<file path="config.mk">
export PLATFORM = sky130hd
export DESIGN_NAME = next_pc_select
export DESIGN_NICKNAME = d
export VERILOG_FILES = /design/src/hdl/bpu_pkg.sv /design/src/hdl/next_pc_select.sv
export SDC_FILE = /design/constraint.sdc
export NUM_CORES = 1
export LEC_CHECK = 0
export ABC_AREA = 1
export BUFFER_PORTS_ARGS = -buffer_cell sky130_fd_sc_hd__buf_2
export CAP_MARGIN = 20
export CORE_ASPECT_RATIO = 1.2
export CORE_MARGIN = 10
export CORE_UTILIZATION = 60
export DETAILED_ROUTE_END_ITERATION = 12
export GPL_TIMING_DRIVEN = 1
export PLACE_DENSITY = 0.91
export SYNTH_ARGS = -nofsm -noshare
export SYNTH_HDL_FRONTEND = slang
export SYNTH_SLANG_ARGS = --single-unit
</file>
<file path="constraint.sdc">
create_clock -name vclk -period 2.65
set_input_delay 0.1325 -clock vclk [all_inputs]
set_output_delay 0.1325 -clock vclk [all_outputs]
set_load 0.005 [all_outputs]
</file>
<file path="src/hdl/bpu_pkg.sv">
package bpu_pkg;

    localparam int XLEN             = 32;
    localparam int HIST_W           = 16;

    localparam int BIMODAL_ENTRIES  = 512;
    localparam int BIMODAL_IDX_W    = $clog2(BIMODAL_ENTRIES);
    localparam int TAGGED_ENTRIES   = 256;
    localparam int TAGGED_IDX_W     = $clog2(TAGGED_ENTRIES);
    localparam int TAG_W            = 10;
    localparam int PARTIAL_TAG_BITS = 6;   // upper tag bits used for a hit

    localparam int BTB_ENTRIES      = 256;
    localparam int BTB_IDX_W        = $clog2(BTB_ENTRIES);
    localparam int BTB_TAG_W        = 22;

    localparam int RAS_DEPTH        = 64;
    localparam int RAS_IDX_W        = $clog2(RAS_DEPTH);
    localparam int RAS_PTR_W        = 7;   // holds 0..RAS_DEPTH

    localparam logic [6:0] OPC_BRANCH = 7'b1100011;
    localparam logic [6:0] OPC_JAL    = 7'b1101111;
    localparam logic [6:0] OPC_JALR   = 7'b1100111;

    typedef logic [1:0] ctr_t;   // 2-bit saturating counter, msb is the direction
    localparam ctr_t CTR_WEAK_NT = 2'd1;

    typedef enum logic [1:0] {
        PROV_BIMODAL,
        PROV_T0,
        PROV_T1
    } provider_e;

    typedef struct packed {
        logic [TAG_W-1:0] tag;
        ctr_t             ctr;
    } tagged_entry_t;

    localparam tagged_entry_t TAGGED_RESET = '{tag: '0, ctr: CTR_WEAK_NT};

    typedef struct packed {
        logic                 valid;
        logic [BTB_TAG_W-1:0] tag;
        logic [XLEN-1:0]      target;
    } btb_entry_t;

    // resolved branch coming back from execute
    typedef struct packed {
        logic              valid;
        logic              taken;
        logic              pred_correct;
        logic [XLEN-1:0]   pc;
        logic [HIST_W-1:0] history;   // history seen at prediction time
        provider_e         provider;
        logic [XLEN-1:0]   target;
        logic [XLEN-1:0]   inst;
    } ex_feedback_t;

    typedef struct packed {
        logic            valid;
        logic [XLEN-1:0] addr;
    } ras_push_t;

    typedef struct packed {
        logic            is_ctrl;
        logic            taken;
        logic [XLEN-1:0] target;
        provider_e       provider;
    } prediction_t;

    // jalr x0, 0(x1) or jalr x0, 0(x5)
    function automatic logic is_return(input logic [XLEN-1:0] inst);
        return (inst[6:0] == OPC_JALR) && (inst[11:7] == 5'd0) &&
               ((inst[19:15] == 5'd1) || (inst[19:15] == 5'd5)) &&
               (inst[31:20] == 12'd0);
    endfunction

endpackage

</file>
<file path="src/hdl/next_pc_select.sv">
`timescale 1ns/1ps

module next_pc_select (
    input  logic [bpu_pkg::XLEN-1:0] if_pc_i,
    input  logic [bpu_pkg::XLEN-1:0] if_inst_i,
    input  logic                     tage_taken_i,
    input  bpu_pkg::provider_e       provider_i,
    input  logic                     btb_hit_i,
    input  logic [bpu_pkg::XLEN-1:0] btb_target_i,
    input  logic [bpu_pkg::XLEN-1:0] ras_top_i,
    input  logic                     ras_empty_i,
    input  bpu_pkg::ras_push_t       push_i,
    output bpu_pkg::prediction_t     pred_o
);
    import bpu_pkg::*;

    logic [6:0]      opcode;
    logic            is_br;
    logic            is_jal;
    logic            is_jalr;
    logic            is_ret;
    logic [XLEN-1:0] imm_b;
    logic [XLEN-1:0] imm_j;
    logic [XLEN-1:0] pc_plus4;

    assign opcode  = if_inst_i[6:0];
    assign is_br   = (opcode == OPC_BRANCH);
    assign is_jal  = (opcode == OPC_JAL);
    assign is_jalr = (opcode == OPC_JALR);
    assign is_ret  = is_return(if_inst_i);

    // sign extended immediates
    assign imm_b = {{20{if_inst_i[31]}}, if_inst_i[7], if_inst_i[30:25],
                    if_inst_i[11:8], 1'b0};
    assign imm_j = {{12{if_inst_i[31]}}, if_inst_i[19:12], if_inst_i[20],
                    if_inst_i[30:21], 1'b0};

    assign pc_plus4 = if_pc_i + 32'd4;

    always_comb begin
        pred_o.is_ctrl  = is_br || is_jal || is_jalr;
        pred_o.taken    = 1'b0;
        pred_o.target   = pc_plus4;
        pred_o.provider = provider_i;   // passed on for every type

        if (is_jal) begin
            pred_o.taken  = 1'b1;
            pred_o.target = btb_hit_i ? btb_target_i : if_pc_i + imm_j;
        end else if (is_ret) begin
            // a call decoded this cycle is not on the stack yet
            if (push_i.valid) begin
                pred_o.taken  = 1'b1;
                pred_o.target = push_i.addr;
            end else if (!ras_empty_i) begin
                pred_o.taken  = 1'b1;
                pred_o.target = ras_top_i;
            end
        end else if (is_br && tage_taken_i) begin
            pred_o.taken  = 1'b1;
            pred_o.target = btb_hit_i ? btb_target_i : if_pc_i + imm_b;
        end
        // other jalr stays not taken, target unknown here
    end

endmodule

</file>
# Word level (Yosys, flattened, before mapping)
# Cells that the tools add are included.
# op_classes
add_sub_neg,3
n_reduce_logical,9
n_eq_ne,5
muxes,7
# op_table
operator,n
$mux 33,5
$add 32x32->32,2
$mux 32,2
$add 32x3->32 const B,1
$eq 7x7->1 const B,3
$logic_not 12->1,1
$eq 5x1->1 const B,1
$eq 5x3->1 const B,1
$logic_not 5->1,1
$logic_and 1x1->1,4
$logic_or 1x1->1,3
# word_totals
input_bits,166
output_inout_bits,36
register_bits,0

# Longest topological paths before layout
# Gate-level depths: netlist (run 1).
# depth
word_depth,6
mapped_depth,17
mapped_depth_nobuf,17

# Worst setup path after synthesis (run 1)
# OpenSTA, ideal clock, no wires.
# synth_timing
kind,input-to-output
start,input port if_pc_i[1] (netlist bit)
end,output port pred_o[17] (netlist bit)
path_slack_ns,0.751
path_buffers,0
required_ns,2.518
arrival_ns,1.766
path_stages,14
cell_sequence,ha_1 -> fa_1 -> nand2_1 -> nand2_1 -> o21a_1 -> nand2_1 -> nand2_1 -> nand2_1 -> nand2_1 -> or2_2 -> nand3_1 -> o21ai_0 -> nand2_1 -> nand2_1
# synth_rtl
item,line,rtl
start: declaration,next_pc_select.sv:4,"input logic [bpu_pkg::XLEN-1:0] if_pc_i,"
end: declaration,next_pc_select.sv:13,output bpu_pkg::prediction_t pred_o

==> impl_metrics.tcl, run 1 <==
set metrics [dict create \
    area_delta_synth_final_pct 16.6 \
    final_area_mm2 0.00791 \
    whs_endpoint "pred_o[1]" \
    antenna_found_initial 0 \
    grt_pass1_wl_mm 48.4 \
    power_leakage_nw 4.42 \
    regArea_um2 0 \
    drt.antenna.violating_nets 0 \
    instances_no_fill 1717 \
    path_buf_inv 2 \
    worst-path-stages 16 \
    crit_top_cell "nand2_1" \
    worstHoldStart "provider_i[1]" \
    fin_util_pct 71.7 \
    grt_pass1_vias 9337 \
    layout-drive-gt1-share_pct 17.4 \
    routabilityCongestion 1.14 \
    finalSetupViolCount 1 \
    grt_usage_pct 37.9 \
    diodes 0 \
    synth_cell_types 48 \
    violations "negative setup slack" \
    cp.arrival_ns 2.59 \
    die_h_um 136 \
    tightestPinTransition_ns 0.569 \
    grt_max_degree 51 \
    dpl.hpwl_mm 26.8 \
    syn_avg_cell_area_um2 4.80 \
    routedWlPerCell_um 18.6 \
    nets 1799 \
    fmax_mhz 367 \
    viasPerCell 6.05 \
    yosysTopAreaCell "nand2_1" \
    drt_wl_total_mm 31.9 \
    hold_violations 0 \
    synthCells 1414 \
    endpoint_kind "primary output" \
    netlist_area_mm2 0.00678 \
    ys.warnings.count 0 \
    startpoint_type "input pin" \
    path_max_fanout 22 \
    io_pins 202 \
    rows 42 \
    yosysSeqAreaShare_pct 0 \
    worstSetupPathType "in2out" \
    powerDensity_mw_per_mm2 189 \
    start_util_pct 61.5 \
    syn_nets 1626 \
    hold_depth 0 \
    required_ns 2.52 \
    yosys.area_share.simple_pct 57.6 \
    drt_iter0_markers 1720 \
    final_common_cell "nand2_1" \
    core_region_area_mm2 0.0110 \
    setup_ws_ns -0.0744 \
    synthAdderAreaFrac_pct 8.71 \
    critPathSlowestCell "ha_1" \
    place_ws_ns 0.0419 \
    ir_worst_vdd_v 0.000141 \
    multiInputGateArea_mm2 0.00599 \
    cp_slowest_stage_delay_ns 0.46 \
    seq_cells 0 \
    clkbuf_count 0 \
    postPlaceCellArea_mm2 0.00788 \
    max-slew-margin-rel_pct 61.8 \
    min_period_ns 2.72 \
    path_cells "clkbuf_4, ha_1, nand2_1, nor2_2, nand2_1, nor2_1, nand2_1, nand2_1, nand2_1, nand3_1, nand2_1, nand2_1, nand2_1, nand2_1, nand2_1, buf_2" \
    slew_violations 0 \
    die_x_um 117 \
    synth_compound_area_share_pct 18.6 \
    rsz0062_at_grt "yes" \
    firstDrtPassIters 6 \
    hold_path_class "in2out" \
    synth_top_area_share_pct 28.3 \
    synthMuxAreaShare_pct 0 \
    synthXorXnorAreaFrac_pct 2.97 \
    critPathTopFamily "simple AND/OR/NAND/NOR gates" \
    finalCritPeriodShare_pct 103 \
    maxCapViolations 0 \
    vias 10400 \
    port_buffers 198 \
    fillers 1131 \
    status "finished, violations left" \
    drcViolationCount 0 \
    fin_tns_setup_ns -0.0744 \
    final_cell_mix "nand2_1 (510), buf_2 (197), inv_1 (153), nand3_1 (153), nor2_1 (142)" \
    placedCellCount 1717 \
    die-area_mm2 0.0160 \
    globalRoute.totalOverflow 0 \
    synth_area_leaders "nand2_1 (28%), nand3_1 (11%), inv_1 (8.5%), ha_1 (8.1%), nor2_1 (7.9%)" \
    synth_top_family_by_area "simple AND/OR/NAND/NOR gates" \
]
==> where the power goes <==
| part | leakage (nW) | internal [mW] | total, mW | switching (mW) |
|---|---|---|---|---|
| Clock | 0 | 0 | 0 | 0 |
| Sequential | 0 | 0 | 0 | 0 |
| Combinational | 4.42 | 0.511 | 1.50 | 0.987 |
| Total | 4.42 | 0.511 | 1.50 | 0.987 |
==> area by class of cell <==
| class | instances | area share [%] |
|---|---|---|
| multi-input combinational | 1205 | 75.7 |
| inverter | 165 | 7.83 |
| tap | 132 | 2.09 |
| timing repair buffer | 215 | 14.3 |
==> cells by family after synthesis <==
| logic type | Yosys count |
|---|---|
| xor+xnor | 23 |
| simple gates | 904 |
| buf+inv | 209 |
| compound gates | 232 |
| fa+ha+maj | 46 |
==> through the flow <==
step	power [mW]	hold slack, ns
detailed placement	1.42	0.265
finish	1.50	0.265
global route	1.63	0.265
floorplan	0.903	0.346
CTS	1.42	0.265
global placement	1.41	0.265
==> worst max-delay path by stage <==
stage / from / end
floorplan: if_pc_i[1] / pred_o[17]
global placement: if_inst_i[31] / pred_o[32]
detailed placement: if_inst_i[31] / pred_o[32]
CTS: if_inst_i[31] / pred_o[32]
global route: if_inst_i[31] / pred_o[32]
finish: if_inst_i[31] / pred_o[32]
==> synth_stat cells (5+ instances only) <==
cell type  number
nand2_1       512
nand2_2        10
inv_2          11
xor2_1         17
ha_1           44
xnor2_1         6
nor3_1         13
nand3_1       153
or2_2           5
o21ai_0        67
a21oi_1       105
inv_1         153
nand4_1        23
buf_2          10
buf_1           5
nor2_2          7
o21bai_1        8
or2_1           5
o21ai_1        20
nor2_1        142
nand3b_1        9
nor3_2          6
o211ai_1        8
clkbuf_1       24
==> layer usage <==
layer / vias to the layer above / GRT usage [%] / wire [um]
met4: 0 / 15.5 / 1670
met3: 128 / 8.95 / 4870
met1: 4503 / 47.9 / 11500
met5: - / 0 / 0
li1: 4958 / - / -
met2: 801 / 59.8 / 13900
==> timing repair <==
action | 4_1_cts | 5_1_grt
gates resized for setup | 0 | 11
setup buffers | 0 | 0
setup endpoints to repair | 0 | 15
hold buffers | 0 | 0
(Power assumes the default switching activity.)
==> run 2, diff against run 1 <==
==> constraint.sdc (replaced) <==
create_clock -name vclk -period 2.65
set_input_delay 0.3975 -clock vclk [all_inputs]
set_output_delay 0.3975 -clock vclk [all_outputs]
set_load 0.005 [all_outputs]
==> impl_metrics.tcl, run 2 <==
set metrics [dict create \
    yosysTopAreaCell "nand2_1" \
    grt_usage_pct 81.8 \
    grt_max_degree 54 \
    netlist_area_mm2 0.00678 \
    synth_cell_types 48 \
    hold_buffers 0 \
    synth_area_leaders "nand2_1 (28%), nand3_1 (11%), inv_1 (8.5%), ha_1 (8.1%), nor2_1 (7.9%)" \
    start_util_pct 61.5 \
    ys.warnings.count 0 \
    synthCells 1414 \
    yosysSeqAreaShare_pct 0 \
    syn_nets 1626 \
    io_pins 202 \
    dpl.hpwl_mm 28.0 \
    synth.most_common_cell "nand2_1" \
    die_h_um 136 \
    synth_top_area_share_pct 28.3 \
    die_x_um 117 \
    syn_avg_cell_area_um2 4.80 \
    error_line "[ERROR GRT-0232] Routing congestion too high. Check the congestion heatmap in the GUI." \
    status "stopped before the end" \
    routabilityCongestion 1.24 \
    synth_common_cells "nand2_1 (512), inv_1 (153), nand3_1 (153)" \
    port_buffers 198 \
    lastStage "global routing (5_1_grt)" \
    postPlaceCellArea_mm2 0.00892 \
    globalRoute.totalOverflow 245 \
    rows 42 \
]
==> run 2: timing repair <==
item	4_1_cts
endpoints found under the setup margin	23
resized for setup	98
setup buffers	8
pin swaps	20
==> run 2: logic make-up after synthesis <==
group	after synthesis	share of synthesized area, %
adders and majority gates	46	8.71
and+or+nand+nor	904	57.6
AOI/OAI and AO/OA	232	18.6
xor gates and xnor gates	23	2.97
buffers and inverters	209	12.1
==> run 2: layer usage <==
| layer | track usage [%] | GRT overflow |
|---|---|---|
| met5 | 50.8 | 5 |
| met1 | 77.2 | 8 |
| met2 | 92.6 | 113 |
| met4 | 84.5 | 89 |
| met3 | 76.7 | 30 |
==> run 2: per-stage QoR <==
step / setup WS, ns / setup TNS [ns] / util (%) / cells / hold WS, ns
4_1_cts: -0.0138 / -0.0342 / 86.0 / 1858 / 0.795
3_5_place_dp: -0.270 / -4.41 / 80.8 / 1850 / 0.795
3_3_place_gp: -0.194 / -2.45 / 80.8 / 1850 / 0.795
2_1_floorplan: 0.221 / 0 / - / 1414 / 0.876
==> run 3, diff against run 2 <==
--- a/config.mk
+++ b/config.mk
@@ -8,12 +8,11 @@
 export ABC_AREA = 1
 export BUFFER_PORTS_ARGS = -buffer_cell sky130_fd_sc_hd__buf_2
 export CAP_MARGIN = 20
-export CORE_ASPECT_RATIO = 1.2
 export CORE_MARGIN = 10
-export CORE_UTILIZATION = 60
+export CORE_UTILIZATION = 40
 export DETAILED_ROUTE_END_ITERATION = 12
 export GPL_TIMING_DRIVEN = 1
-export PLACE_DENSITY = 0.91
+export PLACE_DENSITY_LB_ADDON = 0.15
 export SYNTH_ARGS = -nofsm -noshare
 export SYNTH_HDL_FRONTEND = slang
 export SYNTH_SLANG_ARGS = --single-unit
==> impl_metrics.tcl, run 3 (synthesis results as in run 1) <==
set metrics [dict create \
    status "finished, violations left" \
    violations "negative setup slack" \
    holdWs_ns 0.795 \
    core_region_area_mm2 0.0166 \
    final_cell_mix "nand2_1 (414), buf_4 (210), buf_2 (182), inv_1 (140), nand3_1 (112)" \
    dpl.hpwl_mm 31.2 \
    crit_top_cell "a21oi_1" \
    setup_ws_ns -0.0745 \
    port_buffers 198 \
    drt_wl_total_mm 39.6 \
    critPathTopFamily "compound AO/OA/AOI/OAI gates" \
    die_x_um 150 \
    maxCapViolations 0 \
    grt_usage_pct 31.0 \
    antenna_found_initial 1 \
    worst-path-stages 13 \
    tightestPinTransition_ns 0.567 \
    hold_violations 0 \
    cp_slowest_stage_delay_ns 0.27 \
    layout-drive-gt1-share_pct 42.5 \
    io_pins 202 \
    firstDrtPassIters 5 \
    power_leakage_nw 5.75 \
    final_common_cell "nand2_1" \
    hold_path_class "in2out" \
    nets 2008 \
    grt_pass1_vias 10200 \
    hold_buffers 0 \
    finalSetupViolCount 18 \
    path_buf_inv 3 \
    startpoint_type "input pin" \
    cp.arrival_ns 2.33 \
    required_ns 2.25 \
    drt_iter0_markers 1229 \
    drt.antenna.violating_nets 0 \
    clkbuf_count 0 \
    grt_pass1_wl_mm 55.7 \
    worstSetupPathType "in2out" \
    diodes 0 \
    routabilityCongestion 1.05 \
    critPathSlowestCell "a21oi_1" \
    rsz0062_at_grt "yes" \
    die_h_um 150 \
    die-area_mm2 0.0226 \
    multiInputGateArea_mm2 0.00756 \
    regArea_um2 0 \
    vias 11200 \
    ir_worst_vdd_v 0.000170 \
    hold_depth 0 \
    powerDensity_mw_per_mm2 203 \
    grt_max_degree 54 \
    start_util_pct 40.9 \
    viasPerCell 5.56 \
    fin_tns_setup_ns -0.565 \
    seq_cells 0 \
    slew_violations 0 \
    max-slew-margin-rel_pct 62.2 \
    area_delta_synth_final_pct 67.9 \
    finalCritPeriodShare_pct 103 \
    path_max_fanout 5 \
    fmax_mhz 367 \
    globalRoute.totalOverflow 0 \
    fillers 1529 \
    drcViolationCount 0 \
    routedWlPerCell_um 19.7 \
    min_period_ns 2.72 \
    path_cells "buf_8, buf_4, ha_4, a21oi_1, o21ai_0, a21oi_1, nor2_1, nor2_1, a21oi_1, o21ai_1, nand2_1, nand2_1, buf_2" \
    rows 47 \
    endpoint_kind "primary output" \
]
==> run 3: what timing repair did <==
| action | 4_1_cts | 5_1_grt |
|---|---|---|
| pin swaps | 30 | 130 |
| setup endpoints to repair | 26 | 31 |
| buffers inserted | 9 | 23 |
| gates resized for setup | 130 | 296 |
| gates cloned | 0 | 2 |
==> run 3: cell type report <==
class,count,area share (%)
multi-input combinational,1205,66.4
tap,220,2.42
inverter,165,5.53
timing repair inverter,1,0.0440
timing repair buffer,423,25.6
==> run 3: path summary, 6_finish.rpt <==
check / from / endpoint
min: provider_i[1] / pred_o[1]
max: if_inst_i[18] / pred_o[33]
==> run 3: power by group <==
| part | switching, mW | leakage (nW) | total [mW] | internal, mW |
|---|---|---|---|---|
| Combinational | 1.31 | 5.75 | 2.31 | 1.00 |
| Clock | 0 | 0 | 0 | 0 |
| Sequential | 0 | 0 | 0 | 0 |
| Total | 1.31 | 5.75 | 2.31 | 1.00 |
==> run 3: metrics by stage <==
step	total power, mW	cell area, um2	utilization [%]	instances	worst slack, ns
after detailed placement	1.73	9370	56.5	1981	-0.281
final	2.31	11400	68.7	2014	-0.0745
after global routing	2.47	11400	68.7	2014	-0.191
after global placement	1.72	9370	56.5	1981	-0.267
after CTS	1.90	10000	60.5	1990	-0.0640
after floorplan	0.903	6780	-	1414	0.221
==> run 3: routing by layer <==
layer | vias up | track usage [%] | wire length (um) | share of wire [%]
li1 | 5383 | - | - | -
met1 | 5099 | 42.5 | 16400 | 41
met2 | 616 | 50.2 | 17900 | 45
met3 | 102 | 4.26 | 4110 | 10
met4 | 2 | 7.05 | 1260 | 3.2
met5 | - | 0 | 17 | 0.043
==> run 4, diff against run 3 <==
--- a/config.mk
+++ b/config.mk
@@ -13,6 +13,7 @@
 export DETAILED_ROUTE_END_ITERATION = 12
 export GPL_TIMING_DRIVEN = 1
 export PLACE_DENSITY_LB_ADDON = 0.15
+export SETUP_SLACK_MARGIN = 0.3
 export SYNTH_ARGS = -nofsm -noshare
 export SYNTH_HDL_FRONTEND = slang
 export SYNTH_SLANG_ARGS = --single-unit
==> constraint.sdc (replaced) <==
create_clock -name vclk -period 2.65
set_input_delay 0.3975 -clock vclk [all_inputs]
set_output_delay 0.3975 -clock vclk [all_outputs]
set_load 0.05 [all_outputs]
==> impl_metrics.tcl, run 4 (synthesis results as in run 1) <==
set metrics [dict create \
    rows 47 \
    critPathSlowestCell "ha_4" \
    multiInputGateArea_mm2 0.00770 \
    holdWs_ns 0.795 \
    final_cell_mix "nand2_1 (404), buf_4 (244), buf_2 (153), inv_1 (139), nor2_1 (112)" \
    min_period_ns 2.86 \
    drt.antenna.violating_nets 0 \
    crit_start "if_pc_i[3]" \
    max-slew-margin-rel_pct 72.9 \
    die_h_um 150 \
    clkbuf_count 0 \
    violations "negative setup slack" \
    layout-drive-gt1-share_pct 46.4 \
    hold_path_class "in2out" \
    instances_no_fill 2066 \
    finalSetupViolCount 27 \
    maxCapViolations 0 \
    fmax_mhz 349 \
    port_buffers 198 \
    area_delta_synth_final_pct 81.0 \
    power_leakage_nw 6.21 \
    critPathTopFamily "buffers and inverters" \
    tightestPinTransition_ns 0.402 \
    drt_wl_total_mm 39.7 \
    start_util_pct 40.9 \
    die-area_mm2 0.0226 \
    diodes 0 \
    powerDensity_mw_per_mm2 209 \
    crit_top_cell "buf_4" \
    regArea_um2 0 \
    finalCritPeriodShare_pct 108 \
    drt_iter0_markers 1071 \
    cp_slowest_stage_delay_ns 0.29 \
    fillers 1416 \
    routabilityCongestion 1.03 \
    place_ws_ns -0.642 \
    grt_pass1_wl_mm 58.5 \
    setup_ws_ns -0.212 \
    grt_max_degree 49 \
    worstHoldStart "provider_i[1]" \
    cp.arrival_ns 2.46 \
    status "finished, violations left" \
    hold_violations 0 \
    slew_violations 0 \
    io_pins 202 \
    firstDrtPassIters 7 \
    core_region_area_mm2 0.0166 \
    globalRoute.totalOverflow 0 \
    grt_usage_pct 32.5 \
    seq_cells 0 \
    required_ns 2.25 \
    path_max_fanout 4 \
    nets 2060 \
    path_cells "buf_6, ha_4, buf_6, nand2_2, buf_4, buf_4, buf_4, buf_4, buf_4, buf_4, buf_4, buf_4, buf_4, nand2_2, o22ai_2, nand2_1, o21ai_2, buf_6" \
    drcViolationCount 0 \
    path_buf_inv 12 \
    fin_util_pct 74.0 \
    routedWlPerCell_um 19.2 \
    placedCellCount 2034 \
    worstSetupPathType "in2out" \
    dpl.hpwl_mm 31.8 \
    endpoint_kind "primary output" \
    viasPerCell 5.54 \
    antenna_found_initial 0 \
    die_x_um 150 \
    startpoint_type "input pin" \
    rsz0062_at_grt "yes" \
    grt_pass1_vias 10700 \
    ir_worst_vdd_v 0.000163 \
    vias 11500 \
    final_common_cell "nand2_1" \
]
==> run 4: changes by cell type in the layout (fill, tap and decap cells not counted), moves of 15 or more <==
cell / previous run / this run
buf_2: 182 / 153
buf_8: 3 / 21
o21ai_2: 5 / 24
nand3_2: 39 / 54
buf_4: 210 / 244
buf_6: 20 / 45
nand3_1: 112 / 93
==> run 4: path summary, 6_finish.rpt <==
check                    to  slack [ns]  depth (start not counted)
setup / recovery  pred_o[5]       -0.21                         18
hold / removal    pred_o[1]        0.80                          0
==> run 4: area by class of cell <==
class | count | share of cell area [%]
Inverter | 165 | 5.06
Multi-Input combinational cell | 1205 | 62.7
Tap cell | 220 | 2.24
Timing Repair Buffer | 476 | 30.0
==> run 4: timing repair <==
item                                    in CTS  in global routing
endpoints found under the setup margin      33                 33
pin swaps                                   76                 56
gates resized for setup                    329                143
hold buffers                                 0                  0
cloned                                       1                  0
buffers inserted                            22                  9
==> run 4: where the power goes <==
group	internal, mW	switching (mW)	leakage [nW]
logic	1.11	1.45	6.21
registers	0	0	0
clock network	0	0	0
total	1.11	1.45	6.21
==> run 4: layer usage <==
metal	part of all wire, %	vias to the layer above	routed length [um]	global-route usage, %
li1	-	5500	-	-
met1	42	5219	16500	44.0
met3	11	90	4320	5.85
met5	0	-	0	0
met4	2.9	0	1140	7.68
met2	45	641	17800	52.2
==> run 4: through the flow <==
step	total power, mW	setup TNS (ns)	instance area [um2]
finish	2.56	-2.89	12300
global route	2.73	-5.22	12300
CTS	2.33	-2.08	11700
detailed placement	1.98	-9.23	10200
global placement	1.97	-8.63	10200
floorplan	1.08	0	7150
